--- src/verilog/periph_cfg.svh ---
/*
 * Configuration macros for the peripheral subsystem
 * Bus widths, region bases, register offsets, source count
 */
`ifndef PERIPH_CFG_SVH
`define PERIPH_CFG_SVH

// Bus widths
`define PERIPH_ADDR_W      12
`define PERIPH_DATA_W      32

// Source 0 is the timer, 1..7 are external lines
`define PERIPH_NUM_SRC     8

// Region bases, 16 bytes each
`define PERIPH_TIMER_BASE  12'h000
`define PERIPH_IRQ_BASE    12'h100

// ----------------------------------------
// Register offsets within a region
`define PERIPH_TIMER_CTRL  4'h0 // bit 0 enable
`define PERIPH_TIMER_COUNT 4'h4
`define PERIPH_TIMER_CMP   4'h8
`define PERIPH_IRQ_PENDING 4'h0 // write 1 to clear
`define PERIPH_IRQ_ENABLE  4'h4
`define PERIPH_IRQ_CLAIM   4'h8 // read only

`define PERIPH_BAD_DATA    32'hDEAD_BEEF

`endif
--- src/verilog/periph_pkg.sv ---
/*
 * Internal register bus and interrupt types
 * Request and response structs, source vector, byte strobe merge
 */
`include "periph_cfg.svh"

package periph_pkg;

    // One register access, valid for a single cycle
    typedef struct packed {
        logic                          valid;
        logic                          write;
        logic [3:0]                    offset;
        logic [`PERIPH_DATA_W-1:0]     wdata;
        logic [`PERIPH_DATA_W/8-1:0]   wstrb;
    } reg_req_t;

    typedef struct packed {
        logic [`PERIPH_DATA_W-1:0]     rdata;
    } reg_rsp_t;

    typedef logic [`PERIPH_NUM_SRC-1:0] irq_vec_t;

    // Merge write data into a register under byte strobes
    function automatic logic [`PERIPH_DATA_W-1:0] apply_strb(
        input logic [`PERIPH_DATA_W-1:0]   old_val,
        input logic [`PERIPH_DATA_W-1:0]   new_val,
        input logic [`PERIPH_DATA_W/8-1:0] strb
    );
        logic [`PERIPH_DATA_W-1:0] res;
        res = old_val;
        for (int b = 0; b < `PERIPH_DATA_W/8; b++) begin
            if (strb[b]) res[8*b +: 8] = new_val[8*b +: 8];
        end
        return res;
    endfunction

endpackage

--- src/verilog/axil_pkg.sv ---
/*
 * AXI4-Lite channel types
 * Response code enum, master and slave side structs
 */
`include "periph_cfg.svh"

package axil_pkg;

    typedef enum logic [1:0] {
        OKAY   = 2'b00,
        SLVERR = 2'b10
    } axil_resp_e;

    // Driven by the master
    typedef struct packed {
        logic                          aw_valid;
        logic [`PERIPH_ADDR_W-1:0]     aw_addr;
        logic                          w_valid;
        logic [`PERIPH_DATA_W-1:0]     w_data;
        logic [`PERIPH_DATA_W/8-1:0]   w_strb;
        logic                          b_ready;
        logic                          ar_valid;
        logic [`PERIPH_ADDR_W-1:0]     ar_addr;
        logic                          r_ready;
    } axil_req_t;

    // Driven by the slave
    typedef struct packed {
        logic                          aw_ready;
        logic                          w_ready;
        logic                          b_valid;
        axil_resp_e                    b_resp;
        logic                          ar_ready;
        logic                          r_valid;
        logic [`PERIPH_DATA_W-1:0]     r_data;
        axil_resp_e                    r_resp;
    } axil_rsp_t;

endpackage

--- src/verilog/periph_subsys.sv ---
/*
 * Peripheral subsystem top
 * AXI4-Lite register FSM, compare timer, interrupt controller
 */
`timescale 1ns/1ps
`include "periph_cfg.svh"

module periph_subsys (
    input  logic                       clk_i,
    input  logic                       rst_n_i,
    input  axil_pkg::axil_req_t        axil_req_i,
    output axil_pkg::axil_rsp_t        axil_rsp_o,
    input  logic [`PERIPH_NUM_SRC-2:0] ext_irq_i,
    output logic                       irq_o
);
    periph_pkg::reg_req_t timer_req, irq_req;
    periph_pkg::reg_rsp_t timer_rsp, irq_rsp;
    logic                 timer_evt;

    // ----------------------------------------
    axil_reg_fsm axil_reg_fsm_i (
        .clk_i       ( clk_i      ),
        .rst_n_i     ( rst_n_i    ),
        .axil_req_i  ( axil_req_i ),
        .axil_rsp_o  ( axil_rsp_o ),
        .timer_req_o ( timer_req  ),
        .irq_req_o   ( irq_req    ),
        .timer_rsp_i ( timer_rsp  ),
        .irq_rsp_i   ( irq_rsp    )
    );

    cmp_timer cmp_timer_i (
        .clk_i       ( clk_i      ),
        .rst_n_i     ( rst_n_i    ),
        .reg_req_i   ( timer_req  ),
        .reg_rsp_o   ( timer_rsp  ),
        .timer_evt_o ( timer_evt  )
    );

    // Timer event feeds source 0
    irq_ctrl irq_ctrl_i (
        .clk_i       ( clk_i      ),
        .rst_n_i     ( rst_n_i    ),
        .reg_req_i   ( irq_req    ),
        .reg_rsp_o   ( irq_rsp    ),
        .timer_evt_i ( timer_evt  ),
        .ext_irq_i   ( ext_irq_i  ),
        .irq_o       ( irq_o      )
    );

endmodule

--- src/verilog/irq_ctrl.sv ---
/*
 * Interrupt controller
 * Rising-edge capture into pending bits, enable mask
 * Lowest-ID-first claim and a registered interrupt output
 */
`timescale 1ns/1ps
`include "periph_cfg.svh"

module irq_ctrl (
    input  logic                       clk_i,
    input  logic                       rst_n_i,
    input  periph_pkg::reg_req_t       reg_req_i,
    output periph_pkg::reg_rsp_t       reg_rsp_o,
    input  logic                       timer_evt_i,
    input  logic [`PERIPH_NUM_SRC-2:0] ext_irq_i,
    output logic                       irq_o
);
    localparam int DW  = `PERIPH_DATA_W;
    localparam int NS  = `PERIPH_NUM_SRC;
    localparam int IDW = $clog2(NS) + 1;

    periph_pkg::irq_vec_t src, src_q, rise;
    periph_pkg::irq_vec_t pending_q, enable_q;
    periph_pkg::irq_vec_t active, claim_hot, clr_mask;
    logic                 irq_q;
    logic [IDW-1:0]       claim_id;
    logic                 wr_en, rd_en;

    assign wr_en = reg_req_i.valid && reg_req_i.write;
    assign rd_en = reg_req_i.valid && !reg_req_i.write;

    // Source 0 is the timer
    assign src       = {ext_irq_i, timer_evt_i};
    assign rise      = src & ~src_q;
    assign active    = pending_q & enable_q;
    assign claim_hot = active & (~active + 1'b1); // lowest set bit

    always_comb begin
        claim_id = '0;
        for (int i = NS - 1; i >= 0; i--) begin
            if (active[i]) claim_id = IDW'(i + 1);
        end
    end

    // ----------------------------------------
    // Pending clears from W1C and claim
    always_comb begin
        clr_mask = '0;
        if (wr_en && reg_req_i.offset == `PERIPH_IRQ_PENDING && reg_req_i.wstrb[0]) begin
            clr_mask = reg_req_i.wdata[NS-1:0];
        end
        if (rd_en && reg_req_i.offset == `PERIPH_IRQ_CLAIM) begin
            clr_mask = clr_mask | claim_hot;
        end
    end

    always_ff @(posedge clk_i or negedge rst_n_i) begin
        if (!rst_n_i) begin
            src_q     <= '0;
            pending_q <= '0;
            enable_q  <= '0;
            irq_q     <= 1'b0;
        end else begin
            src_q     <= src;
            pending_q <= (pending_q & ~clr_mask) | rise; // new edge wins
            if (wr_en && reg_req_i.offset == `PERIPH_IRQ_ENABLE && reg_req_i.wstrb[0]) begin
                enable_q <= reg_req_i.wdata[NS-1:0];
            end
            irq_q <= |active;
        end
    end

    assign irq_o = irq_q;

    always_comb begin
        case (reg_req_i.offset)
            `PERIPH_IRQ_PENDING: reg_rsp_o.rdata = DW'(pending_q);
            `PERIPH_IRQ_ENABLE:  reg_rsp_o.rdata = DW'(enable_q);
            `PERIPH_IRQ_CLAIM:   reg_rsp_o.rdata = DW'(claim_id);
            default:             reg_rsp_o.rdata = '0;
        endcase
    end

    a_masked_quiet: assert property (@(posedge clk_i) disable iff (!rst_n_i)
        enable_q == '0 |=> !irq_o);

endmodule

--- src/verilog/cmp_timer.sv ---
/*
 * Compare timer
 * Enable, count and compare registers
 * One-cycle event when count hits compare, then wraps to 0
 */
`timescale 1ns/1ps
`include "periph_cfg.svh"

module cmp_timer (
    input  logic                 clk_i,
    input  logic                 rst_n_i,
    input  periph_pkg::reg_req_t reg_req_i,
    output periph_pkg::reg_rsp_t reg_rsp_o,
    output logic                 timer_evt_o
);
    localparam int DW = `PERIPH_DATA_W;

    logic          enable_q;
    logic [DW-1:0] count_q;
    logic [DW-1:0] cmp_q;
    logic          wr_en;

    assign wr_en       = reg_req_i.valid && reg_req_i.write;
    assign timer_evt_o = enable_q && (count_q == cmp_q);

    always_ff @(posedge clk_i or negedge rst_n_i) begin
        if (!rst_n_i) begin
            enable_q <= 1'b0;
            count_q  <= '0;
            cmp_q    <= '0;
        end else begin
            if (wr_en && reg_req_i.offset == `PERIPH_TIMER_CTRL && reg_req_i.wstrb[0]) begin
                enable_q <= reg_req_i.wdata[0];
            end
            if (wr_en && reg_req_i.offset == `PERIPH_TIMER_CMP) begin
                cmp_q <= periph_pkg::apply_strb(cmp_q, reg_req_i.wdata, reg_req_i.wstrb);
            end
            // Software load beats counting
            if (wr_en && reg_req_i.offset == `PERIPH_TIMER_COUNT) begin
                count_q <= periph_pkg::apply_strb(count_q, reg_req_i.wdata, reg_req_i.wstrb);
            end else if (timer_evt_o) begin
                count_q <= '0;
            end else if (enable_q) begin
                count_q <= count_q + 1'b1;
            end
        end
    end

    // Read mux
    always_comb begin
        case (reg_req_i.offset)
            `PERIPH_TIMER_CTRL:  reg_rsp_o.rdata = DW'(enable_q);
            `PERIPH_TIMER_COUNT: reg_rsp_o.rdata = count_q;
            `PERIPH_TIMER_CMP:   reg_rsp_o.rdata = cmp_q;
            default:             reg_rsp_o.rdata = '0;
        endcase
    end

    // A disabled timer left alone stays frozen and silent
    a_idle_silent: assert property (@(posedge clk_i) disable iff (!rst_n_i)
        !enable_q && !wr_en |=> !timer_evt_o && $stable(count_q));

endmodule

--- src/verilog/axil_reg_fsm.sv ---
/*
 * AXI4-Lite slave for the peripheral register space
 * One access at a time through IDLE, ACCESS and RESP
 * Decodes timer and interrupt regions and answers SLVERR elsewhere
 */
`timescale 1ns/1ps
`include "periph_cfg.svh"

module axil_reg_fsm (
    input  logic                 clk_i,
    input  logic                 rst_n_i,
    input  axil_pkg::axil_req_t  axil_req_i,
    output axil_pkg::axil_rsp_t  axil_rsp_o,
    output periph_pkg::reg_req_t timer_req_o,
    output periph_pkg::reg_req_t irq_req_o,
    input  periph_pkg::reg_rsp_t timer_rsp_i,
    input  periph_pkg::reg_rsp_t irq_rsp_i
);
    localparam int AW = `PERIPH_ADDR_W;
    localparam int DW = `PERIPH_DATA_W;
    localparam logic [AW-1:0] TIMER_BASE = `PERIPH_TIMER_BASE;
    localparam logic [AW-1:0] IRQ_BASE   = `PERIPH_IRQ_BASE;

    typedef enum logic [1:0] {IDLE, ACCESS, RESP} state_e;

    state_e               state_q, state_d;
    logic                 is_write_q;
    logic                 timer_hit_q, irq_hit_q;
    logic [3:0]           addr_q;
    logic [DW-1:0]        wdata_q;
    logic [DW/8-1:0]      wstrb_q;
    logic [DW-1:0]        rdata_q;
    axil_pkg::axil_resp_e resp_q;

    logic                 wr_go, rd_go, accept, resp_done;
    logic [AW-1:0]        addr_in;

    // ----------------------------------------
    // Writes win a tie with reads
    assign wr_go  = (state_q == IDLE) && axil_req_i.aw_valid && axil_req_i.w_valid;
    assign rd_go  = (state_q == IDLE) && axil_req_i.ar_valid &&
                    !axil_req_i.aw_valid && !axil_req_i.w_valid;
    assign accept = wr_go || rd_go;
    assign addr_in = wr_go ? axil_req_i.aw_addr : axil_req_i.ar_addr;

    assign resp_done = (state_q == RESP) &&
                       (is_write_q ? axil_req_i.b_ready : axil_req_i.r_ready);

    always_comb begin
        state_d = state_q;
        case (state_q)
            IDLE:    if (accept) state_d = ACCESS;
            ACCESS:  state_d = RESP;
            RESP:    if (resp_done) state_d = IDLE;
            default: state_d = IDLE;
        endcase
    end

    always_ff @(posedge clk_i or negedge rst_n_i) begin
        if (!rst_n_i) begin
            state_q     <= IDLE;
            is_write_q  <= 1'b0;
            timer_hit_q <= 1'b0;
            irq_hit_q   <= 1'b0;
        end else begin
            state_q <= state_d;
            if (accept) begin
                is_write_q  <= wr_go;
                timer_hit_q <= addr_in[AW-1:4] == TIMER_BASE[AW-1:4];
                irq_hit_q   <= addr_in[AW-1:4] == IRQ_BASE[AW-1:4];
            end
        end
    end

    // Payload captured on accept and at end of strobe
    always_ff @(posedge clk_i or negedge rst_n_i) begin
        if (!rst_n_i) begin
            addr_q  <= '0;
            wdata_q <= '0;
            wstrb_q <= '0;
            rdata_q <= '0;
            resp_q  <= axil_pkg::OKAY;
        end else begin
            if (accept) begin
                addr_q  <= addr_in[3:0];
                wdata_q <= axil_req_i.w_data;
                wstrb_q <= axil_req_i.w_strb;
            end
            if (state_q == ACCESS) begin
                if (timer_hit_q) begin
                    rdata_q <= timer_rsp_i.rdata;
                    resp_q  <= axil_pkg::OKAY;
                end else if (irq_hit_q) begin
                    rdata_q <= irq_rsp_i.rdata;
                    resp_q  <= axil_pkg::OKAY;
                end else begin
                    rdata_q <= `PERIPH_BAD_DATA; // no target behind this address
                    resp_q  <= axil_pkg::SLVERR;
                end
            end
        end
    end

    // ----------------------------------------
    // Target strobes share one payload
    always_comb begin
        timer_req_o.valid  = (state_q == ACCESS) && timer_hit_q;
        timer_req_o.write  = is_write_q;
        timer_req_o.offset = addr_q;
        timer_req_o.wdata  = wdata_q;
        timer_req_o.wstrb  = wstrb_q;
        irq_req_o          = timer_req_o;
        irq_req_o.valid    = (state_q == ACCESS) && irq_hit_q;
    end

    assign axil_rsp_o.aw_ready = wr_go;
    assign axil_rsp_o.w_ready  = wr_go;
    assign axil_rsp_o.ar_ready = rd_go;
    assign axil_rsp_o.b_valid  = (state_q == RESP) && is_write_q;
    assign axil_rsp_o.b_resp   = resp_q;
    assign axil_rsp_o.r_valid  = (state_q == RESP) && !is_write_q;
    assign axil_rsp_o.r_data   = rdata_q;
    assign axil_rsp_o.r_resp   = resp_q;

    // ----------------------------------------
    a_b_hold: assert property (@(posedge clk_i) disable iff (!rst_n_i)
        axil_rsp_o.b_valid && !axil_req_i.b_ready |=>
            axil_rsp_o.b_valid && $stable(axil_rsp_o.b_resp));

    a_r_hold: assert property (@(posedge clk_i) disable iff (!rst_n_i)
        axil_rsp_o.r_valid && !axil_req_i.r_ready |=>
            axil_rsp_o.r_valid && $stable(axil_rsp_o.r_data));

    a_one_target: assert property (@(posedge clk_i) disable iff (!rst_n_i)
        !(timer_req_o.valid && irq_req_o.valid));

endmodule

--- config.mk ---
export PLATFORM = sky130hd
export DESIGN_NAME = periph_subsys
export DESIGN_NICKNAME = d
export VERILOG_FILES = /design/src/verilog/periph_pkg.sv /design/src/verilog/axil_pkg.sv /design/src/verilog/periph_subsys.sv /design/src/verilog/irq_ctrl.sv /design/src/verilog/cmp_timer.sv /design/src/verilog/axil_reg_fsm.sv
export VERILOG_INCLUDE_DIRS = /design/src /design/src/verilog
export SDC_FILE = /design/constraint.sdc
export NUM_CORES = 1
export LEC_CHECK = 0
export ABC_AREA = 1
export ABC_CLOCK_PERIOD_IN_PS = 1550
export CAP_MARGIN = 20
export CELL_PAD_IN_SITES_DETAIL_PLACEMENT = 1
export CELL_PAD_IN_SITES_GLOBAL_PLACEMENT = 2
export CORE_MARGIN = 2
export CORE_UTILIZATION = 34
export DETAILED_ROUTE_END_ITERATION = 8
export DONT_BUFFER_PORTS = 1
export GPL_ROUTABILITY_DRIVEN = 1
export PLACE_DENSITY_LB_ADDON = 0.1
export SYNTH_ARGS = -nofsm -noshare
export SYNTH_HDL_FRONTEND = slang
export SYNTH_SLANG_ARGS = --single-unit
export TNS_END_PERCENT = 50
--- constraint.sdc ---
create_clock -name clk_i -period 1.55 [get_ports clk_i]
set_input_delay 0.0775 -clock clk_i [delete_from_list [all_inputs] [get_ports clk_i]]
set_output_delay 0.0775 -clock clk_i [all_outputs]
set_load 0.01 [all_outputs]
==> impl_metrics.py <==
metrics = {
    "status": {
        "status": "finished, violations left",
        "violations": "negative hold slack, negative setup slack",
    },
    "cts": {
        "clkTransAtPathRegs_ps": 70,
        "cts.sink_count": 168,
        "cts-root-buf": "clkbuf_16",
        "cts_tree": "built",
        "clockBufferDepth": 2,
        "h-tree-depth": 4,
        "cts_buffers": 17,
        "clock_latency_ps": 440,
        "hold_buffers": 55,
    },
    "worst_setup_path": {
        "cp-end-kind": "flip-flop",
        "cp.required_ps": 1870,
        "timing.critical_path.buf_inv": 2,
        "crit_fanout": 23,
        "regToRegSetupSlack_ps": -300,
        "timing.rr.start": "cmp_timer_i.count_q[7]",
        "ff2ff_path_depth": 12,
        "critPathKind": "reg2reg",
        "crit_family": "simple AND/OR/NAND/NOR gates",
        "critPathMaxStageDelay_ps": 440,
        "slowest_stage": "dfrtp_2",
        "r2r_end": "cmp_timer_i.count_q[7]",
        "start_kind": "flip-flop",
        "path_common_cell": "nand2_1",
        "crit_chain": "buf_12 > nand2_1 > nand2_1 > nor2_1 > nand3b_1 > nor2_2 > nand3_4 > buf_12 > nand3_2 > nand2_2 > nand2_1 > nand2_1",
        "crit_arrival_ps": 2170,
    },
    "power_and_ir_drop": {
        "switchingPower_mw": 8.53,
        "pwr-share-clk_pct": 20.7,
        "pwr-share-comb_pct": 45.2,
        "power.internal_mw": 12.3,
        "peakVddDrop_uv": 784,
        "p_leak_nw": 6.80,
        "powerDensity_nw_per_um2": 1420,
        "pwr-share-seq_pct": 34.0,
        "switching_share_pct": 40.9,
    },
    "sta": {
        "worst_slack_ps": -300,
        "finalSetupViolations": 154,
        "hold_viol": 168,
        "fin_worst_skew_ps": 10.1,
        "rsz0062_at_grt": "true",
        "setup_tns_ps": -21710,
        "slew_viol_final": 0,
        "min_period_over_period_pct": 119,
        "post-route-min-period_ps": 1850,
        "max_freq_mhz": 541,
        "fin_hold_ws_ps": -665,
    },
    "finish": {
        "mostFrequentLayoutCell": "nand2_1",
        "drive_gt1_share_pct": 43.1,
        "diodes": 0,
        "stdcell_count": 1858,
        "area_delta_synth_final_pct": 62.3,
        "layout_common_cells": "nand2_1, buf_4, dfrtp_1, inv_1, dlygate4sd3_1",
        "nets": 1586,
    },
    "logic_synthesis": {
        "synth_top_area_share_pct": 46.5,
        "synth.area.top_cells": "dfrtp_1, nand2_1, o21ai_0",
        "synth-async-reset-ratio_pct": 100,
        "synth_edf_count": 0,
        "synthCells": 1178,
        "ys_ff_latch": 168,
        "syn_area_sq_um": 9030,
        "synth_top_area_cell": "dfrtp_1",
        "synth.yosys.seq_area_share_pct": 46.5,
        "postSynthAreaPerCell_sq_um": 7.67,
        "ys_warn_count": 0,
        "ys.flop_type": "dfrtp_1",
        "synthDistinctLibCells": 43,
    },
    "flow_run": {
        "cap_violations": 0,
    },
    "die": {
        "core.rowCount": 59,
        "fp.dieW_um": 167,
        "die_h_um": 167,
        "io_pins": 116,
        "core_sq_um": 26100,
        "start_util_pct": 34.7,
        "dieArea_sq_um": 27900,
    },
    "placed_design": {
        "dp_hpwl_mm": 26.8,
        "gp_congestion": 0.904,
        "placed_cells": 1717,
        "portBuffers": 0,
    },
    "grt": {
        "grt_max_degree": 169,
        "overflow": 0,
        "grt_pass1_wl_mm": 58.1,
        "antenna_found_initial": 0,
        "grt_usage_pct": 27.2,
        "first_global_vias": 10100,
    },
    "routing": {
        "wl_per_cell_um": 21.4,
        "via_per_inst": 5.22,
        "vias": 9690,
        "drt-pass1-iter-count": 5,
        "drtAntennaViolNets": 0,
        "wl_mm": 39.8,
        "drt_iter0_drc": 587,
        "drc": 0,
    },
    "min_path": {
        "min_path_type": "in2async",
    },
}
-- worst reg2reg max path: stages, from the launching register on --
cell and delay, ps:
dfrtp_2 440, buf_12 140, nand2_1 100, nand2_1 70
nor2_1 130, nand3b_1 130, nor2_2 150, nand3_4 130
buf_12 190, nand3_2 90, nand2_2 60, nand2_1 60
nand2_1 50
-- how the worst max path moves through the flow --
stage          cells after the start  slack, ps                        end                       from
6_report                          12       -300     cmp_timer_i.count_q[7]     cmp_timer_i.count_q[7]
5_1_grt                            9       -430    cmp_timer_i.count_q[19]     cmp_timer_i.count_q[6]
4_1_cts                           12       -240     cmp_timer_i.count_q[7]       cmp_timer_i.cmp_q[8]
3_5_place_dp                       8       -390    irq_ctrl_i.pending_q[0]  axil_reg_fsm_i.state_q[1]
3_3_place_gp                       8       -390    irq_ctrl_i.pending_q[0]  axil_reg_fsm_i.state_q[1]
2_1_floorplan                      7        -40  axil_reg_fsm_i.wstrb_q[1]  axil_reg_fsm_i.state_q[0]
-- state kept, by name, indices dropped and copies added, names as in the netlist --
signal and flops:
irq_ctrl_i.src_q 8, cmp_timer_i.cmp_q 32, cmp_timer_i.enable_q 1, axil_reg_fsm_i.state_q 2
axil_reg_fsm_i.wdata_q 32, axil_reg_fsm_i.wstrb_q 4, irq_ctrl_i.irq_o 1, axil_reg_fsm_i.resp_q 1
axil_reg_fsm_i.timer_hit_q 1, axil_reg_fsm_i.rdata_q 32, irq_ctrl_i.enable_q 8, axil_reg_fsm_i.addr_q 4
axil_reg_fsm_i.irq_hit_q 1, axil_reg_fsm_i.is_write_q 1, irq_ctrl_i.pending_q 8, cmp_timer_i.count_q 32
-- cells in the mapped netlist (3+ instances only) --
master / number
a22o_1: 11
o22ai_1: 27
o211ai_1: 9
clkbuf_1: 23
buf_4: 11
nand2_1: 327
mux2_2: 5
nor2_1: 86
a21oi_1: 57
xnor2_1: 8
dfrtp_1: 168
nor2_2: 3
o21ai_4: 4
nor4_1: 6
or2_2: 3
o21ai_1: 3
o2111ai_1: 4
inv_1: 124
nand2_2: 4
buf_2: 14
a221oi_1: 3
o21ai_0: 95
inv_2: 12
nand4_1: 9
nand3_1: 93
xor2_1: 26
o221ai_1: 9
nor3_1: 15
-- area by class of cell --
cell class	instances	area, sq um
multi-input combinational	823	5450
fill	2988	11400
inverter	136	536
tap	335	419
sequential	168	4230
timing repair buffer	365	3450
clock inverter	11	113
clock buffer	20	457
-- power groups by stage --
stage	Sequential (mW)	Combinational (mW)	Clock [mW]
global placement	6.94	6.73	0
CTS	7.00	8.00	4.36
finish	7.09	9.43	4.32
floorplan	6.62	3.50	0
global route	7.26	10.2	4.56
detailed placement	6.99	6.85	0
-- kinds of logic (layout without fill, tap and decap cells) --
logic type / count (synthesis) / after routing / share of synthesized area, %
other cells: 1 / 2 / 0.0415
simple gates: 555 / 555 / 25.9
buf+inv: 188 / 532 / 8.57
fa+ha+maj: 1 / 1 / 0.139
flops: 168 / 168 / 46.5
xor+xnor: 34 / 34 / 3.30
mux: 6 / 6 / 0.734
compound gates: 225 / 225 / 14.8
-- routing by layer --
layer  track usage (%)  routed length (um)  share of wire [%]  vias to the layer above
li1                  -                   -                  -                     4530
met1              38.3               18400                 46                     4902
met2              44.2               19100                 48                      224
met3              4.54                1830                4.6                       34
met4              5.62                 496                1.2                        0
met5                 0                   0                  0                        -
-- metrics by stage --
stage | power (mW) | worst slack, ps | utilization, % | area [sq um]
2_1_floorplan | 10.1 | -37.0 | - | 9050
3_3_place_gp | 13.7 | -388 | 43.0 | 11200
3_5_place_dp | 13.8 | -394 | 43.0 | 11200
4_1_cts | 19.4 | -238 | 51.8 | 13500
5_1_grt | 22.0 | -434 | 56.2 | 14700
6_report | 20.8 | -300 | 56.2 | 14700
-- timing repair --
| action | 4_1_cts | 5_1_grt |
|---|---|---|
| buffers inserted | 29 | 19 |
| gates cloned | 6 | 6 |
| setup endpoints to repair | 151 | 157 |
| pin swaps | 28 | 54 |
| hold endpoints to repair | 225 | 168 |
| resized for setup | 240 | 265 |
No activity file was read; power rests on OpenSTA's default activity.
